==> src/ecc_cfg_pkg.sv <==
package ecc_cfg_pkg;

    localparam int DATA_WIDTH   = 121;  // Payload bits per stored word.
    localparam int PARITY_WIDTH = 9;    // Eight Hamming bits plus the overall bit.
    localparam int POS_WIDTH    = 8;    // Highest data position is 129.

    typedef logic [DATA_WIDTH-1:0]   data_t;
    typedef logic [PARITY_WIDTH-1:0] parity_t;
    typedef logic [POS_WIDTH-1:0]    pos_t;

    // One code position per data bit.
    typedef pos_t [DATA_WIDTH-1:0] pos_tbl_t;

    // Data bits take the positions from 3 upward that are not powers of two.
    // The power-of-two positions belong to the Hamming check bits.
    function automatic pos_tbl_t calc_data_pos();
        pos_tbl_t tbl;
        int       idx;

        tbl = '0;
        idx = 0;
        for (int pos = 3; pos < 2**POS_WIDTH; pos++) begin
            if (((pos & (pos - 1)) != 0) && (idx < DATA_WIDTH)) begin
                tbl[idx] = pos_t'(pos);
                idx++;
            end
        end
        return tbl;
    endfunction

    // Bit 0 at position 3, bit 120 at position 129.
    localparam pos_tbl_t data_pos = calc_data_pos();

endpackage

==> src/ecc_status_pkg.sv <==
package ecc_status_pkg;

    import ecc_cfg_pkg::*;

    // Bit 0 flags a single error, bit 1 a double.
    typedef enum logic [1:0] {
        ERR_NONE   = 2'b00,
        ERR_SINGLE = 2'b01,
        ERR_DOUBLE = 2'b10
    } err_kind_e;

    // Received word as read from storage.
    typedef struct packed {
        data_t   data;
        parity_t parity;
        logic    bypass;   // Pass data through unchecked.
    } ecc_in_t;

    // Checked word.
    typedef struct packed {
        data_t     data;    // Corrected data.
        parity_t   parity;  // Parity regenerated from received data.
        err_kind_e err;
    } ecc_res_t;

endpackage

==> src/ecc_121_cal.sv <==
`timescale 1ns/1ps

module ecc_121_cal (
    input  logic                     clk,
    input  logic                     rst,
    input  logic                     in_valid,
    input  ecc_status_pkg::ecc_in_t  in_word,
    output logic                     out_valid,
    output ecc_status_pkg::ecc_res_t result
);

    import ecc_cfg_pkg::*;
    import ecc_status_pkg::*;

    // Stage-1 record, cut between the XOR tree and the decode.
    typedef struct packed {
        ecc_in_t word;
        parity_t gen_parity;
        parity_t syndrome;
    } stage1_t;

    parity_t   gen_parity;
    parity_t   syndrome;
    stage1_t   s1_next;
    stage1_t   s1_rec;
    logic      s1_valid;
    err_kind_e s1_err;
    data_t     s1_mask;

    ecc_parity_gen ecc_parity_gen_i (
        .data   (in_word.data),
        .parity (gen_parity)
    );

    assign syndrome = gen_parity ^ in_word.parity;

    always_comb begin
        s1_next.word       = in_word;
        s1_next.gen_parity = gen_parity;
        s1_next.syndrome   = syndrome;
    end

    always_ff @(posedge clk) begin
        if (rst) begin
            s1_valid <= 1'b0;
        end else begin
            s1_valid <= in_valid;
        end
    end

    always_ff @(posedge clk) begin
        if (in_valid) begin
            s1_rec <= s1_next;
        end
    end

    ecc_syndrome_decode ecc_syndrome_decode_i (
        .syndrome (s1_rec.syndrome),
        .err      (s1_err),
        .mask     (s1_mask)
    );

    ecc_correct_stage ecc_correct_stage_i (
        .clk        (clk),
        .rst        (rst),
        .valid      (s1_valid),
        .word       (s1_rec.word),
        .gen_parity (s1_rec.gen_parity),
        .err        (s1_err),
        .mask       (s1_mask),
        .out_valid  (out_valid),
        .result     (result)
    );

endmodule

==> src/ecc_correct_stage.sv <==
`timescale 1ns/1ps

module ecc_correct_stage (
    input  logic                      clk,
    input  logic                      rst,
    input  logic                      valid,
    input  ecc_status_pkg::ecc_in_t   word,
    input  ecc_cfg_pkg::parity_t      gen_parity,
    input  ecc_status_pkg::err_kind_e err,
    input  ecc_cfg_pkg::data_t        mask,
    output logic                      out_valid,
    output ecc_status_pkg::ecc_res_t  result
);

    import ecc_status_pkg::*;

    ecc_res_t res_next;

    always_comb begin
        res_next.parity = gen_parity;  // Reported even in bypass.
        if (word.bypass) begin
            res_next.data = word.data;
            res_next.err  = ERR_NONE;
        end else begin
            res_next.data = word.data ^ mask;
            res_next.err  = err;
        end
    end

    always_ff @(posedge clk) begin
        if (rst) begin
            out_valid <= 1'b0;
        end else begin
            out_valid <= valid;
        end
    end

    // Holds the last word while out_valid is low.
    always_ff @(posedge clk) begin
        if (valid) begin
            result <= res_next;
        end
    end

endmodule

==> src/ecc_parity_gen.sv <==
`timescale 1ns/1ps

module ecc_parity_gen (
    input  ecc_cfg_pkg::data_t   data,
    output ecc_cfg_pkg::parity_t parity
);

    import ecc_cfg_pkg::*;

    // Hamming bit j covers every data bit whose position has bit j set.
    // The top bit covers the positions of even weight, which makes the
    // syndrome of any single data error odd.
    always_comb begin
        parity = '0;
        for (int i = 0; i < DATA_WIDTH; i++) begin
            for (int j = 0; j < POS_WIDTH; j++) begin
                if (data_pos[i][j]) begin
                    parity[j] = parity[j] ^ data[i];
                end
            end
            if (~^data_pos[i]) begin
                parity[PARITY_WIDTH-1] = parity[PARITY_WIDTH-1] ^ data[i];  // Even weight.
            end
        end
    end

endmodule

==> src/ecc_syndrome_decode.sv <==
`timescale 1ns/1ps

module ecc_syndrome_decode (
    input  ecc_cfg_pkg::parity_t      syndrome,
    output ecc_status_pkg::err_kind_e err,
    output ecc_cfg_pkg::data_t        mask
);

    import ecc_cfg_pkg::*;
    import ecc_status_pkg::*;

    logic [POS_WIDTH-1:0] syn_pos;
    logic                 syn_even;
    logic                 syn_zero;
    logic                 syn_onehot;
    logic                 syn_odd;
    logic                 data_hit;
    data_t                hit_vec;

    assign syn_pos  = syndrome[POS_WIDTH-1:0];
    assign syn_even = syndrome[PARITY_WIDTH-1];
    assign syn_zero = (syndrome == PARITY_WIDTH'(0));
    assign syn_odd  = ^syndrome;

    // A lone flipped check bit leaves exactly one syndrome bit set.
    assign syn_onehot = !syn_zero &&
                        ((syndrome & (syndrome - PARITY_WIDTH'(1))) == PARITY_WIDTH'(0));

    // One comparator per data bit against its code position and evenness.
    always_comb begin
        hit_vec = '0;
        for (int i = 0; i < DATA_WIDTH; i++) begin
            hit_vec[i] = (syn_pos == data_pos[i]) && (syn_even == ~^data_pos[i]);
        end
    end

    assign data_hit = syn_odd && |hit_vec;

    always_comb begin
        err  = ERR_DOUBLE;  // Anything not matched below.
        mask = '0;
        if (syn_zero) begin
            err = ERR_NONE;
        end else if (syn_onehot) begin
            err = ERR_SINGLE;  // Check bit only, data is intact.
        end else if (data_hit) begin
            err  = ERR_SINGLE;
            mask = hit_vec;
        end
    end

endmodule

==> config.mk <==
export PLATFORM = sky130hd
export DESIGN_NAME = ecc_121_cal
export DESIGN_NICKNAME = d
export VERILOG_FILES = /design/src/ecc_cfg_pkg.sv /design/src/ecc_status_pkg.sv /design/src/ecc_121_cal.sv /design/src/ecc_correct_stage.sv /design/src/ecc_parity_gen.sv /design/src/ecc_syndrome_decode.sv
export SDC_FILE = /design/constraint.sdc
export NUM_CORES = 1
export LEC_CHECK = 0
export BUFFER_PORTS_ARGS = -buffer_cell sky130_fd_sc_hd__buf_2
export CORE_ASPECT_RATIO = 1.75
export CORE_MARGIN = 1
export CORE_UTILIZATION = 61
export CTS_CLUSTER_SIZE = 20
export DETAILED_ROUTE_END_ITERATION = 8
export GPL_TIMING_DRIVEN = 0
export PLACE_DENSITY = 0.95
export SYNTH_ARGS = -nofsm -noshare
export SYNTH_HDL_FRONTEND = slang
export SYNTH_SLANG_ARGS = --single-unit
==> constraint.sdc <==
create_clock -name clk -period 8.8 [get_ports clk]
set_clock_uncertainty 0.1 [all_clocks]
set_input_delay 0.88 -clock clk [delete_from_list [all_inputs] [get_ports clk]]
set_output_delay 0.88 -clock clk [all_outputs]
set_load 0.01 [all_outputs]
; ---- After elaboration in Yosys (flattened, before gate mapping)
; Index checks and enable logic that the tools add are counted.
; Widths: inputs -> output; s select.
[totals]
register_bits = 274
input_bits = 134
output_inout_bits = 133
word_cells = 769
[op_classes]
n_addsub = 1
n_eq_ne = 121
muxes = 6
bitwise = 501
n_reduce_logical = 130
[ops]
columns = operator, count
row1 = $eq 8x7->1 const B, 63
row2 = $xor 1x1->1, 497
row3 = $mux 121, 4
row4 = $eq 8x6->1 const B, 31
row5 = $logic_and 1x1->1, 123
row6 = $reduce_or 121->1, 1
row7 = $xor 121x121->121, 1
row8 = $eq 8x5->1 const B, 15
row9 = $eq 8x4->1 const B, 7
row10 = $eq 8x3->1 const B, 3
row11 = $logic_not 9->1, 2
row12 = $and 9x9->9, 1
row13 = $reduce_xor 9->1, 1
row14 = $sub 9x1->9 const B, 1
row15 = $xor 9x9->9, 1
row16 = $eq 8x2->1 const B, 1
row17 = $eq 8x8->1 const B, 1
row18 = $reduce_or 3->1, 1
row19 = $mux 2, 1
row20 = $reduce_or 2->1, 1
row21 = $logic_not 1->1, 1
row22 = $mux 1, 1
row23 = $not 1->1, 1

; ---- Longest topological paths before layout
; Gate-level depths: netlist of run 1.
[logic_depth]
ltp_word = 64
depth_mapped = 14
mapped_depth_nobuf = 10

; ---- Cells and area by module
; Synthesis of run 1 repeated with hierarchy kept, for this count alone.
[unflattened]
hier_cells = 1251
hier_area_um2 = 15790.1
[modules_own_cells]
columns = module, instances, cells_each, area_per_inst_um2, seq_area_each_um2
row1 = ecc_correct_stage, 1, 391, 5901.9, 3983.8
row2 = ecc_121_cal, 1, 160, 4579.4, 4494.3
row3 = ecc_syndrome_decode, 1, 475, 2716.4, 0.0
row4 = ecc_parity_gen, 1, 225, 2592.5, 0.0

; ---- Worst setup path before layout of run 1
; Ideal clock, no wire load.
[synth_timing]
path_kind = reg-to-reg
from = register s1_valid
to = register ecc_correct_stage_i.result[0] (netlist name)
setup_ns = 0.504
arrival_ns = 3.173
required_ns = 8.196
setup_slack_ns = 5.024
stages_incl_launch_ff = 1
n_path_buf = 0
synth_period_minus_slack_ns = 3.776
path_cell_list = dfxtp_1
[synth_rtl]
columns = element, line_no
row1 = from (decl), ecc_121_cal.sv:26  ; logic s1_valid;
row2 = from (signal assigned), ecc_121_cal.sv:47  ; s1_valid <= in_valid;
; No word-level cell between the ends.

==> results of run 1 <==
-- synthesized netlist by cell type, types with 3 or more instances --
master | number | area share
nor2_1 | 122 | 0.032
o22ai_1 | 9 | 0.0039
ha_1 | 17 | 0.015
xnor2_1 | 349 | 0.21
edfxtp_1 | 271 | 0.56
nor4_1 | 3 | 0.0013
a21oi_1 | 11 | 0.0038
buf_2 | 28 | 0.0097
o21ai_0 | 5 | 0.0017
clkbuf_1 | 28 | 0.0073
and2_1 | 3 | 0.0013
nand4_1 | 21 | 0.0091
a221oi_1 | 3 | 0.0018
mux2i_1 | 7 | 0.0048
nand2b_1 | 3 | 0.0013
buf_4 | 4 | 0.0021
a22oi_1 | 14 | 0.0073
nand3_1 | 126 | 0.044
nand3b_1 | 6 | 0.0031
nand2_1 | 39 | 0.010
inv_1 | 10 | 0.0026
nor3_1 | 3 | 0.0010
xor2_1 | 53 | 0.032
nor2b_1 | 6 | 0.0026
buf_6 | 5 | 0.0039
-- area by class of cell --
class,instances,area share
diodes,3,0.000440
plain buffers,67,0.0199
clock buffers,31,0.0380
clock inverters,13,0.00939
inverters,10,0.00220
multi-input cells,838,0.347
flip-flops and latches,273,0.480
well taps,304,0.0223
repair buffers,268,0.0816
-- worst max-delay path, delay by kind of cell (launching register included) --
family / cells / cell delay (ps)
and+or+nand+nor: 5 / 1330
DFF: 1 / 470
adders and majority gates: 1 / 240
xor gates and xnor gates: 1 / 230
buffers and inverters: 3 / 980
AOI/OAI and AO/OA: 2 / 550
-- per-stage QoR --
step	util	instance area [um2]
after floorplan	-	14500
after global placement	0.693	16200
after detailed placement	0.696	16200
after CTS	0.731	17100
after global routing	0.731	17100
final	0.731	17100
-- sequential cells by signal (all words and copies together) (netlist names) --
signal,cells
s1_rec,139
ecc_correct_stage_i.result,132
ecc_correct_stage_i.out_valid,1
s1_valid,1
-- cells by family (layout without fill, tap and decap cells) --
logic type / Yosys count / after routing / synth area share
other cells: 0 / 3 / 0
fa+ha+maj: 17 / 17 / 0.0147
simple gates: 345 / 345 / 0.113
xor+xnor: 402 / 402 / 0.243
buf+inv: 77 / 389 / 0.0260
mux: 9 / 9 / 0.00640
flops: 273 / 273 / 0.565
compound gates: 65 / 65 / 0.0317
-- layer usage --
layer / share of wire / up-vias / global-route usage
li1: - / 4726 / -
met1: 0.30 / 5491 / 0.463
met2: 0.49 / 991 / 0.772
met3: 0.092 / 304 / 0.0934
met4: 0.11 / 2 / 0.424
met5: 0.00024 / - / 0
-- power groups by stage --
stage                     combinational, W  clock (W)  sequential [W]
after floorplan                    0.00156          0         0.00179
after global placement             0.00239          0         0.00179
after detailed placement           0.00243          0         0.00179
after CTS                          0.00246    0.00111         0.00177
after global routing               0.00262    0.00115         0.00178
final                              0.00256    0.00111         0.00177
-- how the worst max path moves through the flow --
stage	start	to	slack, ps	cells past startpoint
2_1_floorplan	s1_valid$_SDFF_PP0_	ecc_correct_stage_i.result[0]$_SDFFCE_PP0P_	5020	0
3_3_place_gp	s1_valid$_SDFF_PP0_	ecc_correct_stage_i.result[20]$_DFFE_PP_	3710	0
3_5_place_dp	s1_rec[1]$_DFFE_PP_	ecc_correct_stage_i.result[36]$_DFFE_PP_	4830	12
4_1_cts	s1_rec[1]$_DFFE_PP_	ecc_correct_stage_i.result[36]$_DFFE_PP_	4830	12
5_1_grt	s1_rec[7]$_DFFE_PP_	ecc_correct_stage_i.result[36]$_DFFE_PP_	4530	13
6_report	s1_rec[1]$_DFFE_PP_	ecc_correct_stage_i.result[36]$_DFFE_PP_	4630	12
==> flow_metrics.py, run 1 <==
metrics = {
    "power": {
        "peakVddDrop_v": 0.000246,
        "swShare": 0.426,
        "p_leak_nw": 5.86,
        "cellInternalPower_w": 0.00313,
        "power_frac_seq": 0.325,
        "power_w": 0.00545,
        "power_density_nw_per_um2": 319,
        "power.switching_w": 0.00232,
        "clkPwrFrac": 0.204,
        "combPwrFrac": 0.471,
    },
    "critical_path": {
        "reg2reg_slack_ps": 4630,
        "end_kind": "register",
        "r2r_end": "ecc_correct_stage_i.result[36]$_DFFE_PP_",
        "rr_worst_depth": 12,
        "cp.arrival_ps": 4360,
        "critPathMaxFanout": 10,
        "r2r_start": "s1_rec[1]$_DFFE_PP_",
        "critPathKind": "reg -> reg",
        "slowest_stage": "nand3_1",
        "crit_required_ps": 8990,
        "crit_chain": "inv_1 -> ha_1 -> clkbuf_1 -> nand3_1 -> o22ai_1 -> nor4_1 -> o2111ai_1 -> nor4_2 -> nor2_2 -> clkbuf_1 -> nand3_1 -> xnor2_1",
        "cp-start-kind": "register",
        "cpPeakStageDelay_ps": 520,
    },
    "sta": {
        "max_clock_freq_ghz": 0.240,
        "fin_tns_setup_ps": 0,
        "worstMarginPinSlew_ps": 1100,
        "rsz0062_at_grt": "false",
        "postLayoutSetupSlackWorst_ps": 4630,
        "period_share": 0.474,
        "fin_hold_ws_ps": 325,
        "maxSlewViolCount": 0,
        "finalHoldViolations": 0,
        "slew_headroom": 0.263,
        "setup_violations": 0,
        "fin_crit_ps": 4170,
    },
    "clocking": {
        "cts_setup_buffers": 0,
        "cts.clk_slew.worst_paths_ps": 70,
        "cts_tree": "built",
        "clkSinkCount": 273,
        "cts_root_buffer": "clkbuf_16",
        "cts_resized": 0,
        "h-tree-depth": 1,
        "insertion_delay_ps": 550,
        "numCtsBuffers": 25,
        "cts_buffer_depth": 3,
        "cts-hold-fix-buffers": 0,
    },
    "die": {
        "die_w_um": 118,
        "fp.dieArea_um2": 24400,
        "io_pins": 267,
        "die_y_um": 206,
        "row_count": 74,
        "core_area_um2": 23300,
        "initial_utilization": 0.620,
    },
    "place": {
        "numPortBuffers": 266,
        "dp_hpwl_um": 40300,
        "dpl_worst_slack_ps": 4830,
        "dp.cells": 1760,
        "gp_congestion": 1.01,
    },
    "cells_and_area": {
        "drive_above_1_share": 0.231,
        "final_cell_mix": "xnor2_1, buf_2, edfxtp_1",
        "synthToLayoutAreaGrowth_pct": 17.9,
        "nFillCells": 1598,
        "mostFrequentLayoutCell": "xnor2_1",
        "multi_input_area_um2": 5910,
        "final_nets": 1634,
        "seqCellArea_um2": 8180,
        "stdcell_count": 1807,
    },
    "drt": {
        "drt_iter0_markers": 1740,
        "vias_per_cell": 6.37,
        "detail-route-antenna-nets": 0,
        "vias": 11514,
        "dr.pass1.iters": 8,
        "avgRoutedWirePerCell_um": 30.4,
        "post-route-drc-count": 0,
        "wirelength_um": 54900,
    },
    "logic_synthesis": {
        "syn_inst": 1188,
        "synth_edf_count": 271,
        "synth_cell_types": 53,
        "netlist_area_um2": 14500,
        "syn-num-nets": 1339,
        "ys_warn_count": 0,
        "synth_flop_cell": "edfxtp_1",
        "async_reset_ff_frac": 0,
        "yosysSeqAreaShare": 0.565,
        "ys_ff_latch": 273,
        "syn_avg_cell_area_um2": 12.2,
    },
    "hold_path": {
        "hold_end": "ecc_correct_stage_i.result[7]$_DFFE_PP_",
        "hold_depth": 0,
        "min_path_type": "reg -> reg",
        "holdCritStartpoint": "s1_rec[14]$_DFFE_PP_",
    },
    "grt": {
        "grt_antenna_before_repair": 4,
        "grt_max_degree": 87,
        "grt_pass1_vias": 11390,
        "grt_usage": 0.452,
        "grt_pass1_wl_um": 76100,
        "overflow": 0,
    },
    "job": {
        "max_cap_viol_count": 0,
    },
    "run_status": {
        "status": "finished clean",
    },
}
(Power assumes the default switching activity.)
==> run 2: changes to the inputs <==
--- a/config.mk
+++ b/config.mk
@@ -8,11 +8,11 @@
 export BUFFER_PORTS_ARGS = -buffer_cell sky130_fd_sc_hd__buf_2
 export CORE_ASPECT_RATIO = 1.75
 export CORE_MARGIN = 1
-export CORE_UTILIZATION = 61
+export CORE_UTILIZATION = 51
 export CTS_CLUSTER_SIZE = 20
 export DETAILED_ROUTE_END_ITERATION = 8
 export GPL_TIMING_DRIVEN = 0
-export PLACE_DENSITY = 0.95
+export PLACE_DENSITY = 0.88
 export SYNTH_ARGS = -nofsm -noshare
 export SYNTH_HDL_FRONTEND = slang
 export SYNTH_SLANG_ARGS = --single-unit
==> constraint.sdc (replaced) <==
create_clock -name clk -period 3.4 [get_ports clk]
set_clock_uncertainty 0.1 [all_clocks]
set_input_delay 0.34 -clock clk [delete_from_list [all_inputs] [get_ports clk]]
set_output_delay 0.34 -clock clk [all_outputs]
set_load 0.01 [all_outputs]
==> run 2 against run 1 <==
- via count rose by 5.6%
- design area rose by 13%
- die area rose by 19%
- non-clock buffer count rose by 143
- clock power rose to 2.6 times the previous value
- largest power group unchanged
- combinational power rose to 3.1 times the previous value
- critical path depth rose by 3
- core utilization fell by 4.1 points
- sequential cell count did not move
- worst setup slack got worse by 4600 ps
- clock-buffer cell count fell by 4
- the flow now finishes with violations (negative setup slack)
==> flow_metrics.py, run 2 (synthesis gave the netlist of run 1 again) <==
metrics = {
    "run_status": {
        "status": "complete, but fails checks",
        "violations": "negative setup slack",
    },
    "critical_path": {
        "rr_worst_depth": 15,
        "cp-startpoint": "s1_rec[6]$_DFFE_PP_",
        "crit_chain": "inv_1 -> ha_1 -> buf_4 -> buf_6 -> nand2_1 -> nor2_1 -> nor3_1 -> o22ai_2 -> nor4_4 -> nor2_2 -> buf_4 -> buf_6 -> buf_6 -> nand3_2 -> xnor2_1",
        "end_kind": "register",
        "slowest_stage": "edfxtp_1",
        "cp-start-kind": "register",
        "endpoint": "ecc_correct_stage_i.result[97]$_DFFE_PP_",
        "path_common_cell": "buf_6",
        "cpPeakStageDelay_ps": 450,
        "cp.arrival_ps": 3660,
        "r2r_start": "s1_rec[6]$_DFFE_PP_",
        "crit_required_ps": 3660,
        "critPathKind": "reg -> reg",
        "critPathMaxFanout": 10,
        "r2r_end": "ecc_correct_stage_i.result[97]$_DFFE_PP_",
        "reg2reg_slack_ps": -7,
    },
    "sta": {
        "worstMarginPinSlew_ps": 1020,
        "postLayoutSetupSlackWorst_ps": -6.90,
        "maxSlewViolCount": 0,
        "slew_headroom": 0.321,
        "max_clock_freq_ghz": 0.294,
        "setup_violations": 2,
        "finalHoldViolations": 0,
        "period_share": 1.00,
        "fin_crit_ps": 3410,
    },
    "cells_and_area": {
        "final_nets": 1777,
        "drive_above_1_share": 0.286,
        "top_regs": "s1_rec (139), ecc_correct_stage_i.result (132)",
        "antenna_cells": 0,
        "nFillCells": 1891,
        "mostFrequentLayoutCell": "xnor2_1",
        "final_cell_mix": "xnor2_1, buf_2, edfxtp_1",
        "seqCellArea_um2": 8180,
        "regMostFlops": "s1_rec",
        "multi_input_area_um2": 6480,
        "largest_reg_flops": 139,
        "utilization": 0.690,
        "synthToLayoutAreaGrowth_pct": 33.0,
    },
    "die": {
        "row_count": 81,
        "fp.dieArea_um2": 29100,
        "die_w_um": 129,
        "die_y_um": 225,
        "initial_utilization": 0.519,
        "core_area_um2": 27900,
        "io_pins": 267,
    },
    "power": {
        "cellInternalPower_w": 0.00864,
        "clkPwrFrac": 0.188,
        "power_frac_seq": 0.299,
        "combPwrFrac": 0.513,
        "peakVddDrop_v": 0.000564,
        "swShare": 0.436,
        "p_leak_nw": 6.69,
        "power_density_nw_per_um2": 796,
        "power.switching_w": 0.00667,
        "power_w": 0.0153,
    },
    "drt": {
        "detail-route-antenna-nets": 0,
        "post-route-drc-count": 0,
        "avgRoutedWirePerCell_um": 30.0,
        "vias_per_cell": 6.03,
        "drt_iter0_markers": 1663,
        "dr.pass1.iters": 8,
        "vias": 12159,
        "wirelength_um": 60500,
    },
    "clocking": {
        "cts_root_buffer": "clkbuf_16",
        "numCtsBuffers": 25,
        "cts.clk_slew.worst_paths_ps": 70,
        "insertion_delay_ps": 570,
        "h-tree-depth": 1,
        "cts_buffer_depth": 3,
        "cts_tree": "built",
        "clkSinkCount": 273,
    },
    "grt": {
        "grt_usage": 0.420,
        "grt_pass1_wl_um": 83200,
        "grt_antenna_before_repair": 1,
        "grt_pass1_vias": 12256,
        "grt_max_degree": 100,
        "overflow": 0,
    },
    "hold_path": {
        "hold_depth": 2,
        "min_path_type": "in -> reg",
    },
    "place": {
        "numPortBuffers": 266,
        "gp_congestion": 0.995,
        "dp_hpwl_um": 41300,
    },
    "job": {
        "max_cap_viol_count": 0,
    },
}
==> run 2: metrics by stage <==
step                hold slack (ps)  cell area, um2  setup TNS (ps)  instances  worst slack [ps]
global placement                304           16300          -88400       1827              -875
floorplan                       300           14500               0       1188               624
global route                   5.69           19200            -615       2017             -77.7
detailed placement              309           16300          -72320       1829              -758
finish                         17.1           19200           -7.70       2017             -6.90
CTS                            1.39           18600               0       2001             0.712
==> run 2: worst max-delay path, delay by kind of cell (launching register included) <==
kind | cells | cell delay (ps)
AO/OA/AOI/OAI | 1 | 220
XOR/XNOR | 1 | 330
adder cells (fa/ha/maj) | 1 | 150
buffers and inverters | 6 | 1070
flip-flops | 1 | 450
AND/OR/NAND/NOR | 6 | 850
==> run 2: worst min path at each step <==
stage | from | to
after global placement | s1_rec[13]$_DFFE_PP_ | ecc_correct_stage_i.result[6]$_DFFE_PP_
after CTS | in_word[5] | s1_rec[4]$_DFFE_PP_
after detailed placement | s1_rec[12]$_DFFE_PP_ | ecc_correct_stage_i.result[5]$_DFFE_PP_
after floorplan | s1_rec[17]$_DFFE_PP_ | ecc_correct_stage_i.result[10]$_DFFE_PP_
final | in_word[1] | s1_rec[0]$_DFFE_PP_
after global routing | in_word[123] | s1_rec[141]$_DFFE_PP_
==> run 2: area by class of cell <==
cell class                      count  share of cell area
Sequential cell                   273               0.425
Multi-Input combinational cell    838               0.337
Timing Repair Buffer              413               0.145
Clock buffer                       27              0.0329
Clock inverter                     18             0.00833
Buffer                             65              0.0252
Tap cell                          373              0.0243
Inverter                           10             0.00195
==> run 2: what timing repair did <==
item | CTS | global route
buffers inserted | 11 | 10
resized for setup | 72 | 108
pin swaps | 7 | 12
endpoints found under the setup margin | 123 | 125
hold buffers | 118 | 6
hold endpoints to repair | 119 | 6
==> run 2: power by group through the flow <==
stage	sequential, W	clock [W]	combinational, W
after floorplan	0.00463	0	0.00404
after detailed placement	0.00462	0	0.00646
after global routing	0.00460	0.00296	0.00805
after CTS	0.00454	0.00282	0.00693
final	0.00458	0.00287	0.00786
after global placement	0.00463	0	0.00640
==> run 2: routing by layer <==
layer | wire length, um | up-vias | GRT usage | part of all wire
met2 | 30700 | 969 | 0.720 | 0.51
met3 | 4500 | 326 | 0.0728 | 0.074
li1 | - | 5023 | - | -
met4 | 6830 | 2 | 0.408 | 0.11
met5 | 11 | - | 0 | 0.00018
met1 | 18500 | 5839 | 0.419 | 0.31
